$ cat src/design/excp_pkg.sv
package excp_pkg;

    localparam int cause_w = 16;
    localparam int vppn_w = 19;

    // cause vector bit positions, lower bit has priority
    localparam int cause_int = 0;
    localparam int cause_adef = 1;
    localparam int cause_tlbr_fetch = 2;
    localparam int cause_pif = 3;
    localparam int cause_ppi_fetch = 4;
    localparam int cause_sys = 5;
    localparam int cause_brk = 6;
    localparam int cause_ine = 7;
    localparam int cause_ipe = 8;
    localparam int cause_ale = 9;
    localparam int cause_adem = 10;
    localparam int cause_tlbr_mem = 11;
    localparam int cause_pme = 12;
    localparam int cause_ppi_mem = 13;
    localparam int cause_pis = 14;
    localparam int cause_pil = 15;

    localparam logic [5:0] ecode_int = 6'h00;
    localparam logic [5:0] ecode_pil = 6'h01;
    localparam logic [5:0] ecode_pis = 6'h02;
    localparam logic [5:0] ecode_pif = 6'h03;
    localparam logic [5:0] ecode_pme = 6'h04;
    localparam logic [5:0] ecode_ppi = 6'h07;
    localparam logic [5:0] ecode_ade = 6'h08;
    localparam logic [5:0] ecode_ale = 6'h09;
    localparam logic [5:0] ecode_sys = 6'h0b;
    localparam logic [5:0] ecode_brk = 6'h0c;
    localparam logic [5:0] ecode_ine = 6'h0d;
    localparam logic [5:0] ecode_ipe = 6'h0e;
    localparam logic [5:0] ecode_tlbr = 6'h3f;

    // ADE is split by subcode, everything else uses zero
    localparam logic [8:0] esub_adef = 9'd0;
    localparam logic [8:0] esub_adem = 9'd1;

    localparam logic [31:0] excp_entry = 32'h1c00_8000;

    typedef struct packed {
        logic [5:0]        ecode;
        logic [8:0]        esubcode;
        logic              va_valid;
        logic [31:0]       bad_va;
        logic              tlb_refill;
        logic              tlb_excp;
        logic [vppn_w-1:0] vppn;
    } excp_report_t;

endpackage

$ cat src/design/core_pkg.sv
package core_pkg;

    localparam int xlen = 32;
    localparam int reg_addr_w = 5;
    localparam int reg_count = 2 ** reg_addr_w;
    localparam int lane_count = 2;
    // ex, mem1, mem2
    localparam int stall_src_count = 3;

    // what an instruction does at commit
    typedef enum logic [2:0] {
        op_alu,
        op_ll,
        op_sc,
        op_ertn,
        op_idle
    } op_class_t;

    // one writeback lane entering commit
    typedef struct packed {
        logic                         valid;
        logic [xlen-1:0]              pc;
        op_class_t                    op;
        logic                         is_pri;
        logic                         wb_en;
        logic [reg_addr_w-1:0]        wb_dest;
        logic [xlen-1:0]              wb_data;
        logic [xlen-1:0]              mem_addr;
        logic [excp_pkg::cause_w-1:0] cause;
    } commit_lane_t;

    typedef struct packed {
        logic                  en;
        logic [reg_addr_w-1:0] addr;
        logic [xlen-1:0]       data;
    } reg_write_t;

    typedef struct packed {
        logic            valid;
        logic [xlen-1:0] target;
        logic            from_excp;
        logic            from_ertn;
        logic            from_idle;
    } flush_t;

    // debug word map, words below reg_count are the GPRs
    localparam int dbg_addr_w = 6;
    localparam logic [dbg_addr_w-1:0] dbg_era = 6'd32;
    localparam logic [dbg_addr_w-1:0] dbg_estat = 6'd33;
    localparam logic [dbg_addr_w-1:0] dbg_badv = 6'd34;
    localparam logic [dbg_addr_w-1:0] dbg_tlb_page = 6'd35;
    localparam logic [dbg_addr_w-1:0] dbg_llbit = 6'd36;

endpackage

$ cat src/design/commit_ctrl.sv
`timescale 1ns/1ps

module commit_ctrl (
    input  logic                                                  clk,
    input  logic                                                  rst,
    input  core_pkg::commit_lane_t [core_pkg::lane_count-1:0]     lane_i,
    input  logic [core_pkg::stall_src_count-1:0]                  stall_req_i,
    input  logic                                                  issue_pri_i,
    input  logic [core_pkg::xlen-1:0]                             era_i,
    output logic [excp_pkg::cause_w-1:0]                          cause_o,
    output logic                                                  excp_take_o,
    output logic [core_pkg::xlen-1:0]                             excp_pc_o,
    output logic [core_pkg::xlen-1:0]                             excp_addr_o,
    output logic                                                  excp_idle_o,
    output logic                                                  ertn_take_o,
    output logic                                                  llbit_we_o,
    output logic                                                  llbit_val_o,
    output core_pkg::reg_write_t [core_pkg::lane_count-1:0]       reg_wr_o,
    output core_pkg::flush_t                                      flush_o,
    output logic                                                  stall_o,
    output logic                                                  pri_stall_o
);

    logic has_cause0;
    logic has_cause1;
    logic excp0;
    logic excp1;
    logic kill1;
    logic [core_pkg::lane_count-1:0] retire;
    logic ertn0;
    logic idle0;

    assign has_cause0 = |lane_i[0].cause;
    assign has_cause1 = |lane_i[1].cause;

    // lane 1 is younger, it dies behind a faulting or serializing lane 0
    assign kill1 = lane_i[0].valid && (has_cause0 || lane_i[0].op == core_pkg::op_ertn
                                       || lane_i[0].op == core_pkg::op_idle);

    assign retire[0] = lane_i[0].valid && !has_cause0;
    assign retire[1] = lane_i[1].valid && !has_cause1 && !kill1;

    assign excp0 = lane_i[0].valid && has_cause0;
    assign excp1 = lane_i[1].valid && has_cause1 && !kill1;
    assign excp_take_o = excp0 || excp1;

    // oldest faulting lane feeds the encoder and the CSRs
    always_comb begin
        cause_o = '0;
        excp_pc_o = '0;
        excp_addr_o = '0;
        if (excp0) begin
            cause_o = lane_i[0].cause;
            excp_pc_o = lane_i[0].pc;
            excp_addr_o = lane_i[0].mem_addr;
        end else if (excp1) begin
            cause_o = lane_i[1].cause;
            excp_pc_o = lane_i[1].pc;
            excp_addr_o = lane_i[1].mem_addr;
        end
    end

    // idle woken by an interrupt resumes after itself
    assign excp_idle_o = excp0 && lane_i[0].op == core_pkg::op_idle;

    assign ertn0 = retire[0] && lane_i[0].op == core_pkg::op_ertn;
    assign idle0 = retire[0] && lane_i[0].op == core_pkg::op_idle;
    assign ertn_take_o = ertn0;

    assign llbit_we_o = retire[0] && !excp_take_o
                        && (lane_i[0].op == core_pkg::op_ll || lane_i[0].op == core_pkg::op_sc);
    assign llbit_val_o = lane_i[0].op == core_pkg::op_ll;

    always_comb begin
        for (int i = 0; i < core_pkg::lane_count; i++) begin
            reg_wr_o[i].en = retire[i] && lane_i[i].wb_en;
            reg_wr_o[i].addr = lane_i[i].wb_dest;
            reg_wr_o[i].data = lane_i[i].wb_data;
        end
    end

    // at most one flush source per cycle
    always_comb begin
        flush_o = '0;
        flush_o.valid = excp_take_o || ertn0 || idle0;
        flush_o.from_excp = excp_take_o;
        flush_o.from_ertn = ertn0;
        flush_o.from_idle = idle0;
        if (excp_take_o) begin
            flush_o.target = excp_pkg::excp_entry;
        end else if (ertn0) begin
            flush_o.target = era_i;
        end else if (idle0) begin
            flush_o.target = lane_i[0].pc + core_pkg::xlen'(4);
        end
    end

    assign stall_o = |stall_req_i;

    // hold issue while a privileged op is in flight
    always_ff @(posedge clk) begin
        if (rst) begin
            pri_stall_o <= 1'b0;
        end else if (issue_pri_i) begin
            pri_stall_o <= 1'b1;
        end else if ((retire[0] && lane_i[0].is_pri) || excp_take_o) begin
            pri_stall_o <= 1'b0;
        end
    end

    a_no_young_write: assert property (@(posedge clk) disable iff (rst)
        (flush_o.from_excp && excp0) |-> !reg_wr_o[1].en);

    a_pri_stall_reset: assert property (@(posedge clk) $fell(rst) |-> !pri_stall_o);

endmodule

$ cat src/design/excp_encoder.sv
`timescale 1ns/1ps

module excp_encoder (
    input  logic [excp_pkg::cause_w-1:0] cause_i,
    input  logic [core_pkg::xlen-1:0]    pc_i,
    input  logic [core_pkg::xlen-1:0]    mem_addr_i,
    output excp_pkg::excp_report_t       report_o
);

    localparam int idx_w = $clog2(excp_pkg::cause_w);

    logic [idx_w-1:0] idx;
    logic             hit;
    logic             fetch_va;
    logic             mem_va;

    // lowest set bit wins
    always_comb begin
        hit = 1'b0;
        idx = '0;
        for (int i = excp_pkg::cause_w - 1; i >= 0; i--) begin
            if (cause_i[i]) begin
                hit = 1'b1;
                idx = idx_w'(i);
            end
        end
    end

    assign fetch_va = hit && (idx inside {excp_pkg::cause_adef, excp_pkg::cause_tlbr_fetch,
                                          excp_pkg::cause_pif, excp_pkg::cause_ppi_fetch});
    // all causes from ale upward carry the data address
    assign mem_va = hit && idx >= excp_pkg::cause_ale;

    always_comb begin
        report_o = '0;
        if (hit) begin
            case (idx)
                excp_pkg::cause_int:        report_o.ecode = excp_pkg::ecode_int;
                excp_pkg::cause_adef:       report_o.ecode = excp_pkg::ecode_ade;
                excp_pkg::cause_tlbr_fetch: report_o.ecode = excp_pkg::ecode_tlbr;
                excp_pkg::cause_pif:        report_o.ecode = excp_pkg::ecode_pif;
                excp_pkg::cause_ppi_fetch:  report_o.ecode = excp_pkg::ecode_ppi;
                excp_pkg::cause_sys:        report_o.ecode = excp_pkg::ecode_sys;
                excp_pkg::cause_brk:        report_o.ecode = excp_pkg::ecode_brk;
                excp_pkg::cause_ine:        report_o.ecode = excp_pkg::ecode_ine;
                excp_pkg::cause_ipe:        report_o.ecode = excp_pkg::ecode_ipe;
                excp_pkg::cause_ale:        report_o.ecode = excp_pkg::ecode_ale;
                excp_pkg::cause_adem:       report_o.ecode = excp_pkg::ecode_ade;
                excp_pkg::cause_tlbr_mem:   report_o.ecode = excp_pkg::ecode_tlbr;
                excp_pkg::cause_pme:        report_o.ecode = excp_pkg::ecode_pme;
                excp_pkg::cause_ppi_mem:    report_o.ecode = excp_pkg::ecode_ppi;
                excp_pkg::cause_pis:        report_o.ecode = excp_pkg::ecode_pis;
                default:                    report_o.ecode = excp_pkg::ecode_pil;
            endcase
            report_o.esubcode = (idx == excp_pkg::cause_adem) ? excp_pkg::esub_adem
                                                                : excp_pkg::esub_adef;
        end
        report_o.va_valid = fetch_va || mem_va;
        report_o.bad_va = fetch_va ? pc_i : (mem_va ? mem_addr_i : '0);
        report_o.tlb_refill = hit && (idx inside {excp_pkg::cause_tlbr_fetch,
                                                  excp_pkg::cause_tlbr_mem});
        report_o.tlb_excp = report_o.tlb_refill
            || (hit && (idx inside {excp_pkg::cause_pif, excp_pkg::cause_ppi_fetch,
                                    excp_pkg::cause_pme, excp_pkg::cause_ppi_mem,
                                    excp_pkg::cause_pis, excp_pkg::cause_pil}));
        if (report_o.tlb_excp) begin
            report_o.vppn = report_o.bad_va[core_pkg::xlen-1 -: excp_pkg::vppn_w];
        end
    end

endmodule

$ cat src/design/arch_regfile.sv
`timescale 1ns/1ps

module arch_regfile (
    input  logic                                            clk,
    input  logic                                            rst,
    input  core_pkg::reg_write_t [core_pkg::lane_count-1:0] wr_i,
    input  logic [core_pkg::reg_addr_w-1:0]                 rd_addr_i,
    output logic [core_pkg::xlen-1:0]                       rd_data_o
);

    logic [core_pkg::xlen-1:0] regs [core_pkg::reg_count];

    // later port is the younger lane, so it lands last and wins
    always_ff @(posedge clk) begin
        if (rst) begin
            for (int r = 0; r < core_pkg::reg_count; r++) begin
                regs[r] <= '0;
            end
        end else begin
            for (int p = 0; p < core_pkg::lane_count; p++) begin
                if (wr_i[p].en && wr_i[p].addr != '0) begin
                    regs[wr_i[p].addr] <= wr_i[p].data;
                end
            end
        end
    end

    // r0 is hardwired
    assign rd_data_o = (rd_addr_i == '0) ? '0 : regs[rd_addr_i];

endmodule

$ cat src/design/excp_csr.sv
`timescale 1ns/1ps

module excp_csr (
    input  logic                            clk,
    input  logic                            rst,
    input  logic                            excp_take_i,
    input  logic [core_pkg::xlen-1:0]       excp_pc_i,
    input  logic                            idle_i,
    input  excp_pkg::excp_report_t          report_i,
    input  logic                            ertn_take_i,
    input  logic                            llbit_we_i,
    input  logic                            llbit_val_i,
    input  logic [core_pkg::dbg_addr_w-1:0] rd_addr_i,
    output logic [core_pkg::xlen-1:0]       rd_data_o,
    output logic [core_pkg::xlen-1:0]       era_o
);

    logic [core_pkg::xlen-1:0] era;
    logic [core_pkg::xlen-1:0] estat;
    logic [core_pkg::xlen-1:0] badv;
    logic [core_pkg::xlen-1:0] tlb_page;
    logic                      llbit;

    always_ff @(posedge clk) begin
        if (rst) begin
            era <= '0;
            estat <= '0;
            badv <= '0;
            tlb_page <= '0;
            llbit <= 1'b0;
        end else begin
            if (excp_take_i) begin
                era <= idle_i ? excp_pc_i + core_pkg::xlen'(4) : excp_pc_i;
                // esubcode 30:22, ecode 21:16
                estat <= {1'b0, report_i.esubcode, report_i.ecode, 16'h0000};
                // page number sits in the upper bits like TLBEHI
                tlb_page <= {report_i.vppn, {(core_pkg::xlen - excp_pkg::vppn_w){1'b0}}};
                if (report_i.va_valid) begin
                    badv <= report_i.bad_va;
                end
            end
            if (ertn_take_i) begin
                llbit <= 1'b0;
            end else if (llbit_we_i) begin
                llbit <= llbit_val_i;
            end
        end
    end

    assign era_o = era;

    always_comb begin
        case (rd_addr_i)
            core_pkg::dbg_era:      rd_data_o = era;
            core_pkg::dbg_estat:    rd_data_o = estat;
            core_pkg::dbg_badv:     rd_data_o = badv;
            core_pkg::dbg_tlb_page: rd_data_o = tlb_page;
            core_pkg::dbg_llbit:    rd_data_o = {{(core_pkg::xlen - 1){1'b0}}, llbit};
            default:                rd_data_o = '0;
        endcase
    end

    a_excp_ertn_excl: assert property (@(posedge clk) disable iff (rst)
        !(excp_take_i && ertn_take_i));

endmodule

$ cat src/design/debug_wb_port.sv
`timescale 1ns/1ps

module debug_wb_port (
    input  logic                            clk,
    input  logic                            rst,
    input  logic                            dbg_cyc_i,
    input  logic                            dbg_stb_i,
    input  logic                            dbg_we_i,
    input  logic [core_pkg::dbg_addr_w-1:0] dbg_adr_i,
    output logic                            dbg_ack_o,
    output logic [core_pkg::xlen-1:0]       dbg_dat_o,
    output logic [core_pkg::dbg_addr_w-1:0] rd_addr_o,
    input  logic [core_pkg::xlen-1:0]       rf_data_i,
    input  logic [core_pkg::xlen-1:0]       csr_data_i
);

    logic                            req;
    logic                            is_read;
    logic [core_pkg::dbg_addr_w-1:0] adr_q;

    // new request only when no ack is out, gives a gap between acks
    assign req = dbg_cyc_i && dbg_stb_i && !dbg_ack_o;

    always_ff @(posedge clk) begin
        if (rst) begin
            dbg_ack_o <= 1'b0;
            is_read <= 1'b0;
        end else begin
            dbg_ack_o <= req;
            if (req) begin
                is_read <= !dbg_we_i;
            end
        end
    end

    always_ff @(posedge clk) begin
        if (req) begin
            adr_q <= dbg_adr_i;
        end
    end

    assign rd_addr_o = adr_q;

    // writes return zero and touch nothing
    always_comb begin
        dbg_dat_o = '0;
        if (is_read) begin
            dbg_dat_o = (adr_q < core_pkg::reg_count) ? rf_data_i : csr_data_i;
        end
    end

    a_ack_single: assert property (@(posedge clk) disable iff (rst) dbg_ack_o |=> !dbg_ack_o);

endmodule

$ cat src/design/commit_top.sv
`timescale 1ns/1ps

module commit_top (
    input  logic                                              clk,
    input  logic                                              rst,
    input  core_pkg::commit_lane_t [core_pkg::lane_count-1:0] lane_i,
    input  logic [core_pkg::stall_src_count-1:0]              stall_req_i,
    input  logic                                              issue_pri_i,
    input  logic                                              dbg_cyc_i,
    input  logic                                              dbg_stb_i,
    input  logic                                              dbg_we_i,
    input  logic [core_pkg::dbg_addr_w-1:0]                   dbg_adr_i,
    output logic                                              dbg_ack_o,
    output logic [core_pkg::xlen-1:0]                         dbg_dat_o,
    output core_pkg::flush_t                                  flush_o,
    output logic                                              stall_o,
    output logic                                              pri_stall_o
);

    logic [excp_pkg::cause_w-1:0]                    cause;
    logic                                            excp_take;
    logic [core_pkg::xlen-1:0]                       excp_pc;
    logic [core_pkg::xlen-1:0]                       excp_addr;
    logic                                            excp_idle;
    logic                                            ertn_take;
    logic                                            llbit_we;
    logic                                            llbit_val;
    logic [core_pkg::xlen-1:0]                       era;
    excp_pkg::excp_report_t                          report;
    core_pkg::reg_write_t [core_pkg::lane_count-1:0] reg_wr;
    logic [core_pkg::dbg_addr_w-1:0]                 dbg_rd_addr;
    logic [core_pkg::xlen-1:0]                       rf_data;
    logic [core_pkg::xlen-1:0]                       csr_data;

    commit_ctrl i_commit_ctrl (
        .clk(clk), .rst(rst), .lane_i(lane_i), .stall_req_i(stall_req_i),
        .issue_pri_i(issue_pri_i), .era_i(era), .cause_o(cause), .excp_take_o(excp_take),
        .excp_pc_o(excp_pc), .excp_addr_o(excp_addr), .excp_idle_o(excp_idle),
        .ertn_take_o(ertn_take), .llbit_we_o(llbit_we), .llbit_val_o(llbit_val),
        .reg_wr_o(reg_wr), .flush_o(flush_o), .stall_o(stall_o), .pri_stall_o(pri_stall_o)
    );

    excp_encoder i_excp_encoder (
        .cause_i(cause), .pc_i(excp_pc), .mem_addr_i(excp_addr), .report_o(report)
    );

    arch_regfile i_arch_regfile (
        .clk(clk), .rst(rst), .wr_i(reg_wr),
        .rd_addr_i(dbg_rd_addr[core_pkg::reg_addr_w-1:0]), .rd_data_o(rf_data)
    );

    excp_csr i_excp_csr (
        .clk(clk), .rst(rst), .excp_take_i(excp_take), .excp_pc_i(excp_pc),
        .idle_i(excp_idle), .report_i(report), .ertn_take_i(ertn_take),
        .llbit_we_i(llbit_we), .llbit_val_i(llbit_val), .rd_addr_i(dbg_rd_addr),
        .rd_data_o(csr_data), .era_o(era)
    );

    debug_wb_port i_debug_wb_port (
        .clk(clk), .rst(rst), .dbg_cyc_i(dbg_cyc_i), .dbg_stb_i(dbg_stb_i),
        .dbg_we_i(dbg_we_i), .dbg_adr_i(dbg_adr_i), .dbg_ack_o(dbg_ack_o),
        .dbg_dat_o(dbg_dat_o), .rd_addr_o(dbg_rd_addr), .rf_data_i(rf_data),
        .csr_data_i(csr_data)
    );

endmodule

$ cat config.mk
export PLATFORM = sky130hd
export DESIGN_NAME = commit_top
export DESIGN_NICKNAME = d
export VERILOG_FILES = /design/src/design/excp_pkg.sv /design/src/design/core_pkg.sv /design/src/design/commit_ctrl.sv /design/src/design/excp_encoder.sv /design/src/design/arch_regfile.sv /design/src/design/excp_csr.sv /design/src/design/debug_wb_port.sv /design/src/design/commit_top.sv
export SDC_FILE = /design/constraint.sdc
export NUM_CORES = 2
export LEC_CHECK = 0
export BUFFER_PORTS_ARGS = -buffer_cell sky130_fd_sc_hd__buf_4
export CAP_MARGIN = 20
export CORE_UTILIZATION = 45
export DETAILED_ROUTE_END_ITERATION = 8
export PLACE_DENSITY = 0.71
export SLEW_MARGIN = 20
export SYNTH_ARGS = -nofsm -noshare
export SYNTH_HDL_FRONTEND = slang
export SYNTH_SLANG_ARGS = --single-unit
export TNS_END_PERCENT = 50
$ cat constraint.sdc
create_clock -name clk -period 6.3 [get_ports clk]
set_clock_uncertainty 0.2 [all_clocks]
set_input_delay 0 -clock clk [delete_from_list [all_inputs] [get_ports clk]]
set_output_delay 0 -clock clk [all_outputs]
set_load 0.05 [all_outputs]
### Word level (Yosys, flattened, before mapping)

Memory sizes are Yosys's and may differ from the RTL's. A register that Yosys moved wholly into a read port is not among the register bits.
Cells that the tools add are included.

| operators by class | value |
|---|---|
| add/sub/neg operators | 2 |
| $lt $le $gt $ge | 2 |
| equality and inequality tests | 19 |
| mux-type cells | 68 |
| reductions and logical operators | 52 |

Operators with widths:

| cell | count |
|---|---|
| two-way mux 32 bit | 15 |
| one-hot mux 32 bit (5 select lines) | 1 |
| adder 32 x 3 -> 32 bit, second input constant | 2 |
| two-way mux 4 bit | 16 |
| OR reduction 32 bit | 2 |
| two-way mux 16 bit | 2 |
| OR reduction 16 bit | 2 |
| == test 6 bit, second input constant | 5 |
| two-way mux 1 bit | 29 |
| == test 4 bit, second input constant | 6 |
| logical AND 1 bit | 23 |
| two-way mux 19 bit | 1 |
| two-way mux 15 bit | 1 |
| two-way mux 5 bit | 3 |
| nonzero test 5 bit | 2 |
| logical OR 1 bit | 9 |
| == test 4 x 2 -> 1 bit, second input constant | 2 |
| == test 3 x 2 -> 1 bit, second input constant | 2 |
| logical NOT 1 bit | 6 |
| < comparator 6 bit, second input constant | 1 |
| nonzero test 6 bit | 1 |
| logical NOT 5 bit | 1 |
| == test 4 x 1 -> 1 bit, second input constant | 1 |
| == test 4 x 3 -> 1 bit, second input constant | 1 |
| 8 further kinds | 9 |

| storage, ports and cells | value |
|---|---|
| input bits | 261 |
| RAM bits | 1,024 |
| memories | 2 |
| output and inout port bits | 71 |
| register bits after elaboration | 108 |
| bits in read-only memories | 96 |

Memory list:

| memory | words | bits a word | read ports | clocked after Yosys merged registers in | write ports | RTL line | RTL |
|---|---|---|---|---|---|---|---|
| i_arch_regfile.regs | 32 | 32 | 1 | 1 | 32 | arch_regfile.sv:11 | `logic [core_pkg::xlen-1:0] regs [core_pkg::reg_count];` |
| (name not given) | 16 | 6 | 1 | 1 | 0 | excp_encoder.sv:37 | `case (idx)` |

### Logic depth before layout (Yosys ltp)

| logic depth | value |
|---|---|
| depth after elaboration | 29 |
| depth in mapped cells | 19 |
| depth with buffers taken out | 14 |

### Hierarchy

From an unflattened synthesis, not the netlist that was laid out.

| unflattened totals | value |
|---|---|
| cell total of the unflattened synthesis | 4,435 |
| area, all modules | 59,828.6 sq um |

By module, submodules not included:

| module | instances | area each (sq um) | cells each | seq. area each (sq um) |
|---|---|---|---|---|
| arch_regfile | 1 | 50,328.3 | 3,237 | 30,749.5 |
| excp_csr | 1 | 4,733.3 | 526 | 1,981.9 |
| commit_ctrl | 1 | 2,487.4 | 358 | 20.0 |
| excp_encoder | 1 | 1,500.2 | 229 | 0.0 |
| debug_wb_port | 1 | 779.5 | 85 | 220.2 |

### Worst setup path before layout

Ideal clock, no wire load.

| timing path | value |
|---|---|
| path type | input to register |
| start point | input port lane_i[1] (netlist name) |
| end point | register i_excp_csr.tlb_page[21] (netlist name) |
| setup time | 128 ps |
| data arrival time | 4,077 ps |
| slack | 1,895 ps |
| buffers on the path | 5 |
| stages on the path | 17 |
| path through | or4_4 > or4_4 > o32ai_4 > and2_1 > buf_2 > buf_2 > buf_2 > buf_1 > o41ai_1 > o2111ai_1 > o21ai_0 > ha_1 > nor2_1 > nor3_1 > o311ai_1 > clkbuf_1 > o21ai_0 |

| on the way | value |
|---|---|
| cells in the longest elaborated chain, start to end | 29 |
| elaborated cells on any way between the ends | 67 |

RTL lines:

| what | RTL line | RTL |
|---|---|---|
| start: declaration | commit_top.sv:6 | `input core_pkg::commit_lane_t [core_pkg::lane_count-1:0] lane_i,` |
| OR reduction 16 bit | commit_ctrl.sv:33 | `assign has_cause0 = \|lane_i[0].cause;` |
| logical OR 1 bit | commit_ctrl.sv:37 | `assign kill1 = lane_i[0].valid && (has_cause0 \|\| lane_i[0].op == core_pkg::op_ertn` |
| logical OR 1 bit | commit_ctrl.sv:38 | `\|\| lane_i[0].op == core_pkg::op_idle);` |
| logical AND 1 bit | commit_ctrl.sv:37 |  |
| logical NOT 1 bit | commit_ctrl.sv:44 | `assign excp1 = lane_i[1].valid && has_cause1 && !kill1;` |
| logical AND 1 bit | commit_ctrl.sv:44 |  |
| two-way mux 16 bit | commit_ctrl.sv:56 | `end else if (excp1) begin` |
| two-way mux 16 bit | commit_ctrl.sv:52 | `if (excp0) begin` |
| two-way mux 4 bit (16 in series) | excp_encoder.sv:22 | `if (cause_i[i]) begin` |
| greater-or-equal comparator 4 bit, or another cell as far along | excp_encoder.sv:32 | `assign mem_va = hit && idx >= excp_pkg::cause_ale;` |
| logical AND 1 bit, or another cell as far along | excp_encoder.sv:32 |  |
| two-way mux 32 bit, or another cell as far along | excp_encoder.sv:59 | `report_o.bad_va = fetch_va ? pc_i : (mem_va ? mem_addr_i : '0);` |
| two-way mux 32 bit / logical OR 1 bit (equally long branches) | excp_encoder.sv:59, excp_encoder.sv:63 |  |
| two-way mux 19 bit | excp_encoder.sv:66 | `if (report_o.tlb_excp) begin` |
| end signal: assignment | excp_csr.sv:37 | `tlb_page <= {report_i.vppn, {(core_pkg::xlen - excp_pkg::vppn_w){1'b0}}};` |
| end: declaration | excp_csr.sv:21 | `logic [core_pkg::xlen-1:0] tlb_page;` |

Several ways; a longest one is shown, not always the timed one.
A chain may end at the register's enable or synchronous reset.

### Worst setup path in the final report

| timing path | value |
|---|---|
| start point | input port lane_i[3] (netlist name) |
| end point | register i_excp_csr.era, in the netlist i_excp_csr.era_o[28] |

| on the way | value |
|---|---|
| cells in the longest elaborated chain, start to end | 10 |
| elaborated cells on any way between the ends | 13 |

RTL lines:

| what | RTL line | RTL |
|---|---|---|
| OR reduction 16 bit (*) | commit_ctrl.sv:33 |  |
| logical OR 1 bit | commit_ctrl.sv:37 |  |
| logical OR 1 bit | commit_ctrl.sv:38 |  |
| logical AND 1 bit | commit_ctrl.sv:37 |  |
| logical NOT 1 bit | commit_ctrl.sv:44 |  |
| logical AND 1 bit | commit_ctrl.sv:44 |  |
| two-way mux 32 bit | commit_ctrl.sv:56 |  |
| two-way mux 32 bit | commit_ctrl.sv:52 |  |
| adder 32 x 3 -> 32 bit | excp_csr.sv:33 | `era <= idle_i ? excp_pc_i + core_pkg::xlen'(4) : excp_pc_i;` |
| two-way mux 32 bit | excp_csr.sv:33 |  |
| end signal: assignment | excp_csr.sv:33 |  |
| end: declaration | excp_csr.sv:18 | `logic [core_pkg::xlen-1:0] era;` |

Every way passes the cells marked *; elsewhere a longest branch is shown, timed or not.

==> reports/qor.csv <==
stage;metric;value;unit
hold_path;hold crit path type;in2reg;
die;boundary pin count;332;
pwr;Comb pwr share;0.129;
pwr;sequential share of power;0.485;
pwr;worst vdd ir;213;uV
detailed_routing;vias;43200;
placed_design;Placer Congestion;0.950;
synthesis;count leader, synth;edfxtp_1;
detailed_routing;initial drt markers;6238;
pwr;Switch Pwr;0.00445;W
timing;fin crit period;6.15;ns
detailed_routing;DRC Markers;0;
synthesis;Syn Std Cell Area;0.0574;mm2
grt;number of global-route vias before repair;42600;
die;core area;0.126;mm2
grt;largest net degree at the start of global routing;83;
die;DIE AREA;0.129;mm2
detailed_routing;Total Wirelength;202;mm
pwr;sw frac;0.248;
timing;Hold WS;0.0591;ns
timing;Final Max Slew Viols;0;
grt;met1 usage;0.386;
synthesis;EDFF count, synth;1030;
synthesis;Syn Inst Count;4033;
timing;Least-Margin Pin Slew;1.16;ns
clock_network;clk sinks;1128;
clock_network;Root Driver;clkbuf_16;
timing;period utilization;0.976;
timing;Max-Slew Margin vs Limit;0.225;
timing;unrepaired setup endpoints after global routing;no;
grt;GR Util met3;0.0846;
synthesis;share of the synthesized area in the top cell type;0.539;
grt;initial antenna violation count;10;
synthesis;post-synth top area cell;edfxtp_1;
clock_network;CTS clk-pin slew, worst paths;0.06;ns
pwr;clock power share;0.387;
critical_path;critical path class;in2reg;
clock_network;Skew-Pair Late Insertion Delay;0.70;ns
synthesis;synthesized area per cell;14.2;um2
timing;# setup viols final;0;
grt;GRT Max-Usage Layer;met2;
synthesis;Commonest cells post-synth;edfxtp_1 (1030), a22o_1 (1028), clkbuf_1 (486);
placed_design;dpl hpwl;122;mm
grt;Global Route met2 Usage;0.492;
pwr;Int Pwr;0.0135;W
timing;setup TNS;0;ns
synthesis;distinct cell type count after synthesis;88;
timing;Max Fclk;163;MHz
clock_network;CTS buffer count;114;
placed_design;buffers added on ports;327;
finish;area grow syn2layout;19.9;%
synthesis;fraction of registers with async set/reset;0;
synthesis;synth warn;0;
detailed_routing;vias per cell;6.96;
job;MaxCap Viol Count;0;
finish;final net count;4719;
die;Core Rows;130;
critical_path;Max FO, Critical Path;40;
critical_path;arrival time worst endpoint;6.59;ns
clock_network;# H-tree levels;3;
detailed_routing;router iterations before antenna repair;7;
pwr;PwrDens;261;mW/mm2
grt;Congestion Overflow GR;0;
grt;first-pass GRT wire length;291;mm
synthesis;ranking of synthesized cells by area;edfxtp_1 (54%), a22o_1 (16%), mux4_2 (13%);
detailed_routing;DR WL/cell;32.5;um
critical_path;data required time at the worst endpoint;6.75;ns
critical_path;Crit. End Element;register;
pwr;P_leak;23.7;nW
grt;Total GRT Usage;0.306;
synthesis;register bit total from synthesis;1128;
finish;final-layout fill cell count;9971;
synthesis;post-synthesis sequential area ratio;0.573;
timing;Final Hold Violating Endpoints;0;
status;status;complete, no violations;
clock_network;clk buf depth;3;
die;Die Width;359;um
synthesis;top_reg_cell synth;edfxtp_1;
finish;Non-Filler Instances;6198;
finish;share of cells above drive strength 1;0.246;
die;chip height;359;um
detailed_routing;Post-DRT Antenna Nets;0;
placed_design;placed cells;5637;
die;Initial Util;0.455;
critical_path;CP Launch Type;input pin;
clock_network;CTS tree;done;
[per-stage QoR]
step,power (W),setup WS (ns),area [um2],utilization
2_1_floorplan,0.0100,1.89,57500,-
3_3_place_gp,0.0109,1.21,61600,0.489
3_5_place_dp,0.0109,1.14,61600,0.489
4_1_cts,0.0179,0.127,68800,0.546
5_1_grt,0.0184,0.0549,68800,0.546
6_report,0.0180,0.154,68900,0.546
[logic make-up after synthesis]
kind of cell	Yosys count	synth area share
muxes	373	0.136
buffers and inverters	560	0.0374
xor gates and xnor gates	39	0.00595
adders and majority gates	8	0.00174
and+or+nand+nor	547	0.0472
other	1	0.0000653
DFF	1128	0.573
AOI/OAI and AO/OA	1377	0.199
[state kept, by name, indices dropped and copies added, names as in the netlist, named ones only]
name / cells
i_excp_csr.tlb_page: 19
i_excp_csr.badv: 32
i_arch_regfile.regs: 1024
i_excp_csr.estat: 6
i_debug_wb_port.dbg_ack_o: 1
i_excp_csr.era_o: 32
i_debug_wb_port.is_read: 1
i_debug_wb_port.rd_addr_o: 6
i_excp_csr.llbit: 1
i_commit_ctrl.pri_stall_o: 1
[worst max-delay path: stages]
cell and delay [ns]:
dlygate4sd3_1 0.59, buf_4 0.18, or4_4 0.52, or4_4 0.56, o32ai_4 0.23, and2_2 0.26
buf_6 0.36, a22o_1 0.19, dlygate4sd3_1 0.63, ha_1 0.20, nand4_1 0.20, nor3_4 0.43
nand3_1 0.46, o311a_1 0.48, dlygate4sd3_1 0.56, nor3_1 0.16, dlygate4sd3_1 0.58
[power by group through the flow]
stage / Sequential, W / Clock (W) / Combinational [W]
after global routing: 0.00873 / 0.00724 / 0.00239
final: 0.00870 / 0.00694 / 0.00231
after global placement: 0.00883 / 0 / 0.00204
after detailed placement: 0.00886 / 0 / 0.00205
after CTS: 0.00870 / 0.00696 / 0.00225
after floorplan: 0.00877 / 0 / 0.00126
[what timing repair did]
action	in CTS	in global routing
setup buffers	0	0
hold buffers	347	0
resized for setup	0	2
endpoints found under the hold margin	1124	0
setup endpoints to repair	0	5
[layout by cell type, fill, tap and decap left out, drive strengths merged, types with 14 or more instances in the layout]
| cell | synthesis | final |
|---|---|---|
| a21oi | 85 | 85 |
| a222oi | 25 | 25 |
| a22o | 1028 | 1028 |
| a22oi | 42 | 42 |
| and2 | 14 | 14 |
| buf | 63 | 472 |
| bufinv | 0 | 15 |
| clkbuf | 486 | 139 |
| clkinv | 2 | 48 |
| conb | 1 | 32 |
| dfxtp | 98 | 98 |
| dlygate4sd3 | 0 | 347 |
| edfxtp | 1030 | 1030 |
| mux2 | 36 | 36 |
| mux2i | 17 | 17 |
| mux4 | 320 | 320 |
| nand2 | 152 | 152 |
| nand2b | 18 | 18 |
| nand3 | 57 | 57 |
| nor2 | 120 | 120 |
| nor2b | 31 | 31 |
| nor3 | 54 | 54 |
| nor4 | 17 | 17 |
| o211ai | 18 | 18 |
| o21ai | 82 | 82 |
| or3 | 36 | 36 |
| xnor2 | 15 | 15 |
| xor2 | 24 | 24 |
[layer usage]
layer  part of all wire  up-vias
li1                   -    17500
met1               0.35    21600
met2               0.47     3436
met3               0.13      652
met4              0.053        4
met5            0.00013        -
[final timing paths]
path,startpoint,slack [ns],cells after the start,end
max reg2reg,i_debug_wb_port.dbg_ack_o,3.91,6,i_debug_wb_port.is_read
max,lane_i[3],0.15,17,i_excp_csr.era_o[28]
min reg2reg,i_excp_csr.tlb_page[18],0.25,2,i_excp_csr.tlb_page[18]
min,lane_i[0],0.06,6,i_excp_csr.estat[18]
[cell type report]
| cell class | instances | area (um2) | area share |
|---|---|---|---|
| Inverter | 11 | 41.3 | 0.000600 |
| Multi-Input combinational cell | 2376 | 23000 | 0.333 |
| Antenna cell | 6 | 15.0 | 0.000218 |
| Timing Repair Buffer | 819 | 7110 | 0.103 |
| Clock inverter | 69 | 752 | 0.0109 |
| Sequential cell | 1128 | 32900 | 0.478 |
| Clock buffer | 139 | 3010 | 0.0437 |
| Tap cell | 1650 | 2060 | 0.0300 |
Note: power is estimated with default switching activity, not from simulation.
